## config.mk

```make
export PLATFORM = sky130hd
export DESIGN_NAME = cpu_top
export DESIGN_NICKNAME = d
export VERILOG_FILES = /design/src/design/cpu_pkg.sv /design/src/design/cpu_regfile.sv /design/src/design/cpu_alu.sv /design/src/design/cpu_branch.sv /design/src/design/cpu_sequencer.sv /design/src/design/cpu_top.sv
export SDC_FILE = /design/constraint.sdc
export NUM_CORES = 2
export LEC_CHECK = 0
export BUFFER_PORTS_ARGS = -buffer_cell sky130_fd_sc_hd__buf_2
export CAP_MARGIN = 30
export CORE_AREA = 2 2 610 612
export CTS_BUF_LIST = sky130_fd_sc_hd__clkbuf_4
export DETAILED_ROUTE_END_ITERATION = 16
export DIE_AREA = 0 0 612 614
export PLACE_DENSITY_LB_ADDON = 0.12
export SETUP_SLACK_MARGIN = 0.02
export SKIP_CTS_REPAIR_TIMING = 1
export SLEW_MARGIN = 20
export SYNTH_ARGS = -nofsm -noshare
export SYNTH_HDL_FRONTEND = slang
export SYNTH_HIERARCHICAL = 1
export SYNTH_SLANG_ARGS = --single-unit
```

## constraint.sdc

```tcl
create_clock -name clk_i -period 22.9 [get_ports clk_i]
set_input_delay 1.145 -clock clk_i [delete_from_list [all_inputs] [get_ports clk_i]]
set_output_delay 1.145 -clock clk_i [all_outputs]
set_load 0.05 [all_outputs]
```

## src/design/cpu_pkg.sv

```systemverilog
package cpu_pkg;

    //////////////////////////////////////////////////////////////////////
    // widths and fixed addresses
    //////////////////////////////////////////////////////////////////////

    localparam int XLEN     = 64;
    localparam int REG_ID_W = 5;

    // r31 holds the program counter
    localparam logic [REG_ID_W-1:0] REG_PC = 5'd31;

    localparam logic [XLEN-1:0] RESET_PC    = 64'h0000_8000_0000_0000;
    localparam logic [XLEN-1:0] INSTR_BYTES = 64'd8;

    //////////////////////////////////////////////////////////////////////
    // instruction encoding
    //////////////////////////////////////////////////////////////////////

    typedef enum logic [6:0] {
        OP_NOP     = 7'h00,
        OP_SET     = 7'h01,
        OP_LOAD    = 7'h02,
        OP_STORE   = 7'h03,
        OP_JUMP    = 7'h04,
        OP_TESTBIT = 7'h05,
        OP_SUB     = 7'h06,
        OP_SHIFTL  = 7'h07,
        OP_OR      = 7'h08,
        OP_AND     = 7'h09,
        OP_XOR     = 7'h0a,
        OP_ADD     = 7'h0b,
        OP_SHIFTR  = 7'h0c,
        OP_CALL    = 7'h0d,
        OP_HALT    = 7'h7f
    } opcode_e;

    typedef enum logic [1:0] {
        FMT_RRO = 2'd0,
        FMT_RIS = 2'd1,
        FMT_I   = 2'd2
    } format_e;

    // condition field values, anything else runs unconditionally
    localparam logic [3:0] COND_Z  = 4'b0001;
    localparam logic [3:0] COND_NZ = 4'b1001;

    // common to all three formats, bits 63..51
    typedef struct packed {
        opcode_e    opcode;
        format_e    fmt;
        logic [3:0] cond;
    } instr_hdr_t;

    typedef struct packed {
        instr_hdr_t  hdr;
        logic [4:0]  dst;
        logic [4:0]  src;
        logic [40:0] off;
    } instr_rro_t;

    typedef struct packed {
        instr_hdr_t  hdr;
        logic [4:0]  reg_id;
        logic [40:0] imm;
        logic [4:0]  shl;
    } instr_ris_t;

    typedef struct packed {
        instr_hdr_t  hdr;
        logic [50:0] imm;
    } instr_i_t;

    typedef union packed {
        instr_rro_t rro;
        instr_ris_t ris;
        instr_i_t   i;
    } instr_t;

    //////////////////////////////////////////////////////////////////////
    // bus and unit results
    //////////////////////////////////////////////////////////////////////

    typedef struct packed {
        logic            cyc;
        logic            stb;
        logic            we;
        logic [XLEN-1:0] adr;
        logic [XLEN-1:0] dat;
    } bus_req_t;

    typedef struct packed {
        logic            ack;
        logic            err;
        logic [XLEN-1:0] dat;
    } bus_rsp_t;

    typedef struct packed {
        logic            we;
        logic            flag;
        logic [XLEN-1:0] val;
    } exec_res_t;

endpackage

```

## src/design/cpu_regfile.sv

```systemverilog
module cpu_regfile (
    input  logic                         clk_i,
    input  logic                         we_i,
    input  logic [cpu_pkg::REG_ID_W-1:0] reg_id_i,
    input  logic [cpu_pkg::XLEN-1:0]     reg_dat_i,
    output logic [cpu_pkg::XLEN-1:0]     reg_dat_o
);
    import cpu_pkg::*;

    logic [XLEN-1:0] regs_q [0:REG_PC];

    // single port, a write blocks the read in the same cycle
    always_ff @(posedge clk_i) begin
        if (we_i) begin
            regs_q[reg_id_i] <= reg_dat_i;
        end else begin
            reg_dat_o <= regs_q[reg_id_i];
        end
    end

endmodule

```

## src/design/cpu_alu.sv

```systemverilog
module cpu_alu (
    input  cpu_pkg::instr_t          instr_i,
    input  logic [cpu_pkg::XLEN-1:0] dst_val_i,
    input  logic [cpu_pkg::XLEN-1:0] src_val_i,
    output cpu_pkg::exec_res_t       res_o
);
    import cpu_pkg::*;

    logic [XLEN-1:0] imm_zx;
    logic            shamt_big;
    logic [5:0]      shamt;

    assign imm_zx    = XLEN'(instr_i.ris.imm);
    // shift distances past the word width give zero
    assign shamt_big = (imm_zx >= XLEN);
    assign shamt     = imm_zx[5:0];

    always_comb begin
        res_o.we  = 1'b1;
        res_o.val = '0;
        case (instr_i.ris.hdr.opcode)
            OP_SET: begin
                if (instr_i.ris.hdr.fmt == FMT_RRO) begin
                    res_o.val = src_val_i;
                end else begin
                    res_o.val = imm_zx << instr_i.ris.shl;
                end
            end
            OP_ADD: res_o.val = dst_val_i + imm_zx;
            OP_SUB: res_o.val = dst_val_i - imm_zx;
            OP_SHIFTL: begin
                if (!shamt_big) begin
                    res_o.val = dst_val_i << shamt;
                end
            end
            OP_SHIFTR: begin
                if (!shamt_big) begin
                    res_o.val = dst_val_i >> shamt;
                end
            end
            OP_OR:  res_o.val = dst_val_i | src_val_i;
            OP_AND: res_o.val = dst_val_i & src_val_i;
            OP_XOR: res_o.val = dst_val_i ^ src_val_i;
            default: res_o.we = 1'b0;
        endcase
        // zero indication, the sequencer only takes it for sub
        res_o.flag = (res_o.val == '0);
    end

endmodule

```

## src/design/cpu_branch.sv

```systemverilog
module cpu_branch (
    input  cpu_pkg::instr_t          instr_i,
    input  logic [cpu_pkg::XLEN-1:0] dst_val_i,
    output cpu_pkg::exec_res_t       res_o
);
    import cpu_pkg::*;

    logic [XLEN-1:0] bit_idx;
    logic            bit_set;

    assign bit_idx = XLEN'(instr_i.ris.imm);
    // out of range index reads as a clear bit
    assign bit_set = (bit_idx < XLEN) ? dst_val_i[bit_idx[$clog2(XLEN)-1:0]] : 1'b0;

    always_comb begin
        res_o.we   = 1'b0;
        res_o.flag = 1'b0;
        res_o.val  = '0;
        case (instr_i.i.hdr.opcode)
            OP_JUMP: begin
                res_o.we = 1'b1;
                if (instr_i.i.hdr.fmt == FMT_RIS) begin
                    res_o.val = dst_val_i;
                end else begin
                    res_o.val = XLEN'(instr_i.i.imm);
                end
            end
            OP_CALL: begin
                // offset is signed, so calls can go backwards
                res_o.we  = 1'b1;
                res_o.val = dst_val_i + XLEN'($signed(instr_i.rro.off));
            end
            OP_TESTBIT: res_o.flag = !bit_set;
            default: res_o.we = 1'b0;
        endcase
    end

endmodule

```

## src/design/cpu_sequencer.sv

```systemverilog
module cpu_sequencer (
    input  logic                         clk_i,
    input  logic                         rst_i,
    output cpu_pkg::bus_req_t            bus_req_o,
    input  cpu_pkg::bus_rsp_t            bus_rsp_i,
    output logic                         halted_o,
    output logic                         rf_we_o,
    output logic [cpu_pkg::REG_ID_W-1:0] rf_id_o,
    output logic [cpu_pkg::XLEN-1:0]     rf_dat_o,
    input  logic [cpu_pkg::XLEN-1:0]     rf_dat_i,
    output cpu_pkg::instr_t              instr_o,
    output logic [cpu_pkg::XLEN-1:0]     dst_val_o,
    output logic [cpu_pkg::XLEN-1:0]     src_val_o,
    input  cpu_pkg::exec_res_t           alu_res_i,
    input  cpu_pkg::exec_res_t           br_res_i
);
    import cpu_pkg::*;

    typedef enum logic [3:0] {
        S_WB,
        S_PC_RD,
        S_FETCH,
        S_DECODE,
        S_DST_RD,
        S_DST_LATCH,
        S_SRC_RD,
        S_SRC_LATCH,
        S_EXEC,
        S_MEM,
        S_HALT
    } state_e;

    state_e              state_q;
    bus_req_t            req_q;
    instr_t              instr_q;
    instr_t              fetched;
    logic                z_q;
    logic                skip;
    logic [XLEN-1:0]     dst_val_q;
    logic [XLEN-1:0]     src_val_q;
    logic                rf_we_q;
    logic [REG_ID_W-1:0] rf_id_q;
    logic [XLEN-1:0]     rf_dat_q;
    logic [REG_ID_W-1:0] dst_id;
    logic [XLEN-1:0]     off_zx;

    //////////////////////////////////////////////////////////////////////
    // decode helpers
    //////////////////////////////////////////////////////////////////////

    assign fetched = bus_rsp_i.dat;

    // .z and .nz against the current flag
    assign skip = ((fetched.i.hdr.cond == COND_Z) && !z_q) ||
                  ((fetched.i.hdr.cond == COND_NZ) && z_q);

    assign dst_id = instr_q.rro.dst;
    assign off_zx = XLEN'(instr_q.rro.off);

    //////////////////////////////////////////////////////////////////////
    // main state machine
    //////////////////////////////////////////////////////////////////////

    always_ff @(posedge clk_i) begin
        if (rst_i) begin
            state_q   <= S_WB;
            req_q.cyc <= 1'b0;
            req_q.stb <= 1'b0;
            req_q.we  <= 1'b0;
            z_q       <= 1'b0;
            // pc gets loaded every reset cycle
            rf_we_q   <= 1'b1;
            rf_id_q   <= REG_PC;
            rf_dat_q  <= RESET_PC;
        end else begin
            case (state_q)
                S_WB: begin
                    // pending write lands here, then point the port at the pc
                    rf_we_q <= 1'b0;
                    rf_id_q <= REG_PC;
                    state_q <= S_PC_RD;
                end
                S_PC_RD: state_q <= S_FETCH;
                S_FETCH: begin
                    req_q.cyc <= 1'b1;
                    req_q.stb <= 1'b1;
                    req_q.we  <= 1'b0;
                    req_q.adr <= rf_dat_i;
                    // bump the pc while the fetch is out
                    rf_we_q   <= 1'b1;
                    rf_dat_q  <= rf_dat_i + INSTR_BYTES;
                    state_q   <= S_DECODE;
                end
                S_DECODE: begin
                    rf_we_q <= 1'b0;
                    if (bus_rsp_i.ack) begin
                        req_q.cyc <= 1'b0;
                        req_q.stb <= 1'b0;
                        instr_q   <= fetched;
                        // rro dst and ris reg sit in the same bits
                        rf_id_q   <= fetched.rro.dst;
                        if (skip) begin
                            state_q <= S_WB;
                        end else if (fetched.i.hdr.fmt == FMT_I) begin
                            state_q <= S_EXEC;
                        end else begin
                            state_q <= S_DST_RD;
                        end
                    end else if (bus_rsp_i.err) begin
                        req_q.cyc <= 1'b0;
                        req_q.stb <= 1'b0;
                        state_q   <= S_HALT;
                    end
                end
                S_DST_RD: state_q <= S_DST_LATCH;
                S_DST_LATCH: begin
                    dst_val_q <= rf_dat_i;
                    if (instr_q.i.hdr.fmt == FMT_RRO) begin
                        rf_id_q <= instr_q.rro.src;
                        state_q <= S_SRC_RD;
                    end else begin
                        state_q <= S_EXEC;
                    end
                end
                S_SRC_RD: state_q <= S_SRC_LATCH;
                S_SRC_LATCH: begin
                    src_val_q <= rf_dat_i;
                    state_q   <= S_EXEC;
                end
                S_EXEC: begin
                    case (instr_q.i.hdr.opcode)
                        OP_LOAD: begin
                            req_q.cyc <= 1'b1;
                            req_q.stb <= 1'b1;
                            req_q.we  <= 1'b0;
                            req_q.adr <= src_val_q + off_zx;
                            state_q   <= S_MEM;
                        end
                        OP_STORE: begin
                            req_q.cyc <= 1'b1;
                            req_q.stb <= 1'b1;
                            req_q.we  <= 1'b1;
                            req_q.adr <= dst_val_q + off_zx;
                            req_q.dat <= src_val_q;
                            state_q   <= S_MEM;
                        end
                        OP_HALT: state_q <= S_HALT;
                        default: begin
                            // branch unit owns the pc, alu owns the rest
                            if (br_res_i.we) begin
                                rf_we_q  <= 1'b1;
                                rf_id_q  <= REG_PC;
                                rf_dat_q <= br_res_i.val;
                            end else if (alu_res_i.we) begin
                                rf_we_q  <= 1'b1;
                                rf_id_q  <= dst_id;
                                rf_dat_q <= alu_res_i.val;
                            end
                            if (instr_q.i.hdr.opcode == OP_SUB) begin
                                z_q <= alu_res_i.flag;
                            end else if (instr_q.i.hdr.opcode == OP_TESTBIT) begin
                                z_q <= br_res_i.flag;
                            end
                            state_q <= S_WB;
                        end
                    endcase
                end
                S_MEM: begin
                    if (bus_rsp_i.ack || bus_rsp_i.err) begin
                        req_q.cyc <= 1'b0;
                        req_q.stb <= 1'b0;
                        req_q.we  <= 1'b0;
                        // load data only on a good read
                        if (bus_rsp_i.ack && !req_q.we) begin
                            rf_we_q  <= 1'b1;
                            rf_id_q  <= instr_q.rro.dst;
                            rf_dat_q <= bus_rsp_i.dat;
                        end
                        state_q <= S_WB;
                    end
                end
                // parked until reset
                default: state_q <= S_HALT;
            endcase
        end
    end

    assign bus_req_o = req_q;
    assign halted_o  = (state_q == S_HALT);
    assign rf_we_o   = rf_we_q;
    assign rf_id_o   = rf_id_q;
    assign rf_dat_o  = rf_dat_q;
    assign instr_o   = instr_q;
    assign dst_val_o = dst_val_q;
    assign src_val_o = src_val_q;

endmodule

```

## src/design/cpu_top.sv

```systemverilog
module cpu_top (
    input  logic              clk_i,
    input  logic              rst_i,
    output cpu_pkg::bus_req_t bus_req_o,
    input  cpu_pkg::bus_rsp_t bus_rsp_i,
    output logic              halted_o
);
    import cpu_pkg::*;

    logic                rf_we;
    logic [REG_ID_W-1:0] rf_id;
    logic [XLEN-1:0]     rf_wdat;
    logic [XLEN-1:0]     rf_rdat;
    instr_t              instr;
    logic [XLEN-1:0]     dst_val;
    logic [XLEN-1:0]     src_val;
    exec_res_t           alu_res;
    exec_res_t           br_res;

    cpu_sequencer u_sequencer (
        .clk_i     (clk_i),
        .rst_i     (rst_i),
        .bus_req_o (bus_req_o),
        .bus_rsp_i (bus_rsp_i),
        .halted_o  (halted_o),
        .rf_we_o   (rf_we),
        .rf_id_o   (rf_id),
        .rf_dat_o  (rf_wdat),
        .rf_dat_i  (rf_rdat),
        .instr_o   (instr),
        .dst_val_o (dst_val),
        .src_val_o (src_val),
        .alu_res_i (alu_res),
        .br_res_i  (br_res)
    );

    cpu_regfile u_regfile (
        .clk_i     (clk_i),
        .we_i      (rf_we),
        .reg_id_i  (rf_id),
        .reg_dat_i (rf_wdat),
        .reg_dat_o (rf_rdat)
    );

    // both units see the same operands, the sequencer picks
    cpu_alu u_alu (
        .instr_i   (instr),
        .dst_val_i (dst_val),
        .src_val_i (src_val),
        .res_o     (alu_res)
    );

    cpu_branch u_branch (
        .instr_i   (instr),
        .dst_val_i (dst_val),
        .res_o     (br_res)
    );

endmodule

```

Word level (Yosys, flattened, before mapping)
Memories as Yosys holds them, arrays and structs flattened. A register that Yosys moved wholly into a read port is not among the register bits.
Index checks and enable logic that the tools add are counted.
{"block": "totals", "reg_bits": 398, "latch_bits": 0, "mem_bits_rw": 2048, "mem_bits_ro": 0, "input_bits": 68, "output_inout_bits": 132, "elab_cells": 152, "mem_count": 1}
{"block": "op_classes", "addsub": 6, "n_mul": 0, "n_div": 0, "magnitude_cmp": 3, "n_eq_ne": 36, "shifts": 3, "mux": 50, "bitwise": 5, "reduce_logical": 35}
{"memory": "u_regfile.regs_q", "depth": 32, "word_bits": 64, "rd": 1, "rd_ports_with_merged_regs": 1, "write_ports": 1, "line": "cpu_regfile.sv:10", "text": "logic [XLEN-1:0] regs_q [0:REG_PC];"}
{"op": "2-to-1 mux 64 bit", "count": 9}
{"op": "one-hot mux 64 bit (8 select lines)", "count": 1}
{"op": "one-hot mux 64 bit (2 select lines)", "count": 2}
{"op": "adder 64 x 41 -> 64 bit", "count": 3}
{"op": "one-hot mux 64 bit (3 select lines)", "count": 1}
{"op": "one-hot mux 67 bit (2 select lines)", "count": 1}
{"op": "adder 64 x 4 -> 64 bit (second input constant)", "count": 1}
{"op": "adder 64 bit", "count": 1}
{"op": "bitwise AND 64 bit", "count": 1}
{"op": "logical NOT 64 bit", "count": 1}
{"op": "OR 64 bit", "count": 1}
{"op": "<< shifter 41 x 5 -> 64 bit", "count": 1}
{"op": "<< shifter 64 x 6 -> 64 bit", "count": 1}
{"op": ">> shifter 64 x 6 -> 64 bit", "count": 1}
{"op": "subtractor 64 x 41 -> 64 bit", "count": 1}
{"op": "XOR 64 bit", "count": 1}
{"op": "equality test 7 x 4 -> 1 bit (second input constant)", "count": 6}
{"op": ">= comparator 41 x 7 -> 1 bit (second input constant)", "count": 1}
{"op": "less-than comparator 41 x 7 -> 1 bit (second input constant)", "count": 1}
{"op": "one-hot mux 4 bit (10 select lines)", "count": 1}
{"op": "2-to-1 mux 5 bit", "count": 7}
{"op": "equality test 7 x 3 -> 1 bit (second input constant)", "count": 4}
{"op": "one-hot mux 5 bit (5 select lines)", "count": 1}
{"op": "2-to-1 mux 4 bit", "count": 6}
{"op": "39 further kinds", "count": 84}

Logic depth before layout (Yosys ltp)
{"block": "depth", "word_depth": 7, "depth_mapped": 34, "mapped_depth_nobuf": 25}

Hierarchy
The synthesis kept the hierarchy.
{"module": "cpu_regfile", "n_inst": 1, "cells_per_inst": 4137, "area_per_inst_um2": 79611.4, "seq_area_each_um2": 63420.8}
{"module": "cpu_alu", "n_inst": 1, "cells_per_inst": 3284, "area_per_inst_um2": 23580.1, "seq_area_each_um2": 0.0}
{"module": "cpu_sequencer", "n_inst": 1, "cells_per_inst": 1919, "area_per_inst_um2": 20128.1, "seq_area_each_um2": 11150.7}
{"module": "cpu_branch", "n_inst": 1, "cells_per_inst": 768, "area_per_inst_um2": 5501.5, "seq_area_each_um2": 0.0}

Least setup slack after synthesis
Ideal clock, no wire load.
{"block": "synth_timing", "path_type": "register to register", "startpoint": "register u_sequencer.instr_q (netlist bit u_sequencer/instr_o[5])", "endpoint": "register u_sequencer.z_q", "setup_time_ns": 0.065, "t_arrival_ns": 8.415, "required_ns": 22.835, "setup_slack_ns": 14.420, "path_stages_with_launch": 33, "path_buffers": 9, "synth_period_minus_slack_ns": 8.480, "cell_sequence": "edfxtp_1 buf_2 clkinv_1 clkbuf_1 buf_2 buf_2 clkbuf_1 buf_1 clkbuf_1 ha_1 nand3_1 or4_1 nor2_1 nand3_1 clkbuf_1 o41ai_1 ha_1 clkbuf_1 a21o_1 o21bai_1 a311oi_1 a21oi_1 a211oi_1 nor2_1 or4_1 or2_1 or4_1 or4_1 or4_1 nor4_2 mux2_2 mux2i_1 nor2_1"}
{"item": "start: declaration", "line": "cpu_sequencer.sv:35", "text": "instr_t instr_q;"}
{"item": "start signal: assignment", "line": "cpu_sequencer.sv:99", "text": "instr_q <= fetched;"}
{"item": "end signal: assignment", "line": "cpu_sequencer.sv:160", "text": "z_q <= alu_res_i.flag;"}
{"item": "end signal: assignment", "line": "cpu_sequencer.sv:162", "text": "z_q <= br_res_i.flag;"}
{"item": "end: declaration", "line": "cpu_sequencer.sv:37", "text": "logic z_q;"}

==> results_dict.tcl <==
set metrics [dict create \
    grt_max_degree 133 \
    end_kind "flop" \
    drc 0 \
    fmax_mhz 112.7 \
    holdWs_ns 0.09599 \
    core_um2 370200 \
    grt_antenna_before_repair 47 \
    top_layer "met5" \
    fin_crit_sh 0.3874 \
    die_w_um 612 \
    clockBufferDepth 4 \
    wl_per_cell_um 35.98 \
    clk_latency_ns 1.60 \
    dp_cells 14987 \
    ant_nets 0 \
    crit_fanout 20 \
    wirelength_mm 585.2 \
    start_kind "flop" \
    outcome "completed" \
    leakagePower_nw 57.50 \
    clock_skew_ns 0.1777 \
    max_cap_viol_count 0 \
    wl_met2_mm 281.7 \
    arrival_ns 10.32 \
    timing.final.setup_violations 0 \
    final_cell_mix "edfxtp_1 (2428), mux2i_1 (1365), clkbuf_4 (998)" \
    routed-wl-met3_mm 32.79 \
    finalHoldViolations 0 \
    clkSlewWorstSetupHoldPaths_ns 0.06 \
    grt_first_pass_wirelength_mm 788.3 \
    worst_slew_pin_slew_ns 1.186 \
    rows 224 \
    gp_congestion 1.017 \
    clockRootBuffer "clkbuf_4" \
    firstDrtPassIters 8 \
    drive_gt1_frac 0.1935 \
    slew_viol_final 0 \
    rsz0062_at_grt "no" \
    gr-total-overflow 0 \
    final_common_cell "edfxtp_1" \
    met1_length_mm 235.2 \
    area_growth_pct 13.44 \
    ios 200 \
    cts.sinks 2505 \
    initial_core_util 0.3476 \
    synthCells 10104 \
    grt_usage 0.3025 \
    instances_no_fill 16264 \
    worstPathRequired_ns 24.35 \
    fin_setup_tns_ns 0 \
    synth.avg_cell_area_um2 12.74 \
    synth_nets 10476 \
    power.density_nw_per_um2 70.85 \
    dpl.hpwl_mm 405.4 \
    yosys_warnings 6 \
    worstSetupPathType "reg2reg" \
    fp.dieArea_um2 375800 \
    viasPerCell 5.923 \
    maxSlewHeadroom 0.2092 \
    cts_made_buffers 672 \
    dieHeight_um 614 \
    vias 96336 \
    cts_tree "built" \
    grt_pass1_vias 93985 \
    min_period_ns 8.871 \
    holdCritPathClass "in2reg" \
    initialDrtViolationCount 10289 \
    irDropWorstVdd_mv 0.04788 \
    p_total_mw 10.34 \
    portBuffers 199 \
    nets 11134 \
    synthesis.area_um2 128700 \
    ctsHtreeMaxLevel 6 \
]
==> critical path, cell delays in order (launching register included) <==
cell	delay, ns
edfxtp_1	0.37
buf_4	0.18
or2_2	0.57
nor3_1	0.24
buf_4	0.20
nand3_1	0.16
or4_1	0.59
nor2_1	0.29
nand3_1	0.15
buf_4	0.27
o41ai_1	0.34
xor2_1	0.12
ha_1	0.44
a21o_1	0.25
a21o_1	0.19
a21oi_1	0.63
o221ai_1	0.33
a211oi_1	0.42
nor2_1	0.07
or4_1	0.56
or2_1	0.25
or4_1	0.56
or4_1	0.42
or4_1	0.55
nor4_2	0.30
mux2_2	0.19
mux2i_1	0.07
nor2_1	0.11
==> registers in the layout (all words and copies together), names as in the netlist <==
name                   flops
u_regfile/reg_dat_o       64
u_regfile/regs_q        2048
u_sequencer/bus_req_o    130
u_sequencer/dst_val_o     64
u_sequencer/instr_o       60
u_sequencer/rf_dat_o      64
u_sequencer/rf_id_o        5
u_sequencer/rf_we_o        1
u_sequencer/src_val_o     64
u_sequencer/state_q        4
u_sequencer/z_q            1
==> final timing paths <==
kind / slack [ns] / endpoint / cells past startpoint / from
setup / recovery: 14.03 / u_sequencer/z_q / 27 / u_sequencer/instr_o[10]
hold / removal: 0.1 / u_sequencer/state_q[1] / 3 / bus_rsp_i[65]
setup reg to reg: 14.03 / u_sequencer/z_q / 27 / u_sequencer/instr_o[10]
hold reg to reg: 0.44 / u_sequencer/dst_val_o[36] / 0 / u_regfile/reg_dat_o[36]
==> report_power, final <==
part / switching, mW / internal [mW]
Sequential: 0.170 / 5.26
Clock: 1.93 / 2.05
Combinational: 0.668 / 0.273
Total: 2.76 / 7.58
==> layout make-up <==
class / instances / area (um2)
sequential: 2505 / 74480
clock buffer: 995 / 7470
antenna: 38 / 95.09
multi-input combinational: 6631 / 50480
inverter: 251 / 944.7
tap: 4972 / 6221
timing repair buffer: 701 / 5266
fill: 35577 / 224200
clock inverter: 171 / 1045
==> layer usage <==
| layer | GRT usage | vias up |
|---|---|---|
| li1 | - | 41218 |
| met1 | 0.3769 | 49799 |
| met2 | 0.5054 | 4158 |
| met3 | 0.04367 | 1139 |
| met4 | 0.1673 | 22 |
| met5 | 0 | - |
==> metrics by stage <==
step	utilization	instance area (um2)	setup slack [ns]
CTS	0.3920	145100	14.00
floorplan	-	128700	14.42
global placement	0.3675	136000	13.94
finish	0.3944	146000	14.03
detailed placement	0.3690	136600	14.03
global route	0.3942	145900	13.75
Note: power is estimated with default switching activity, not from simulation.
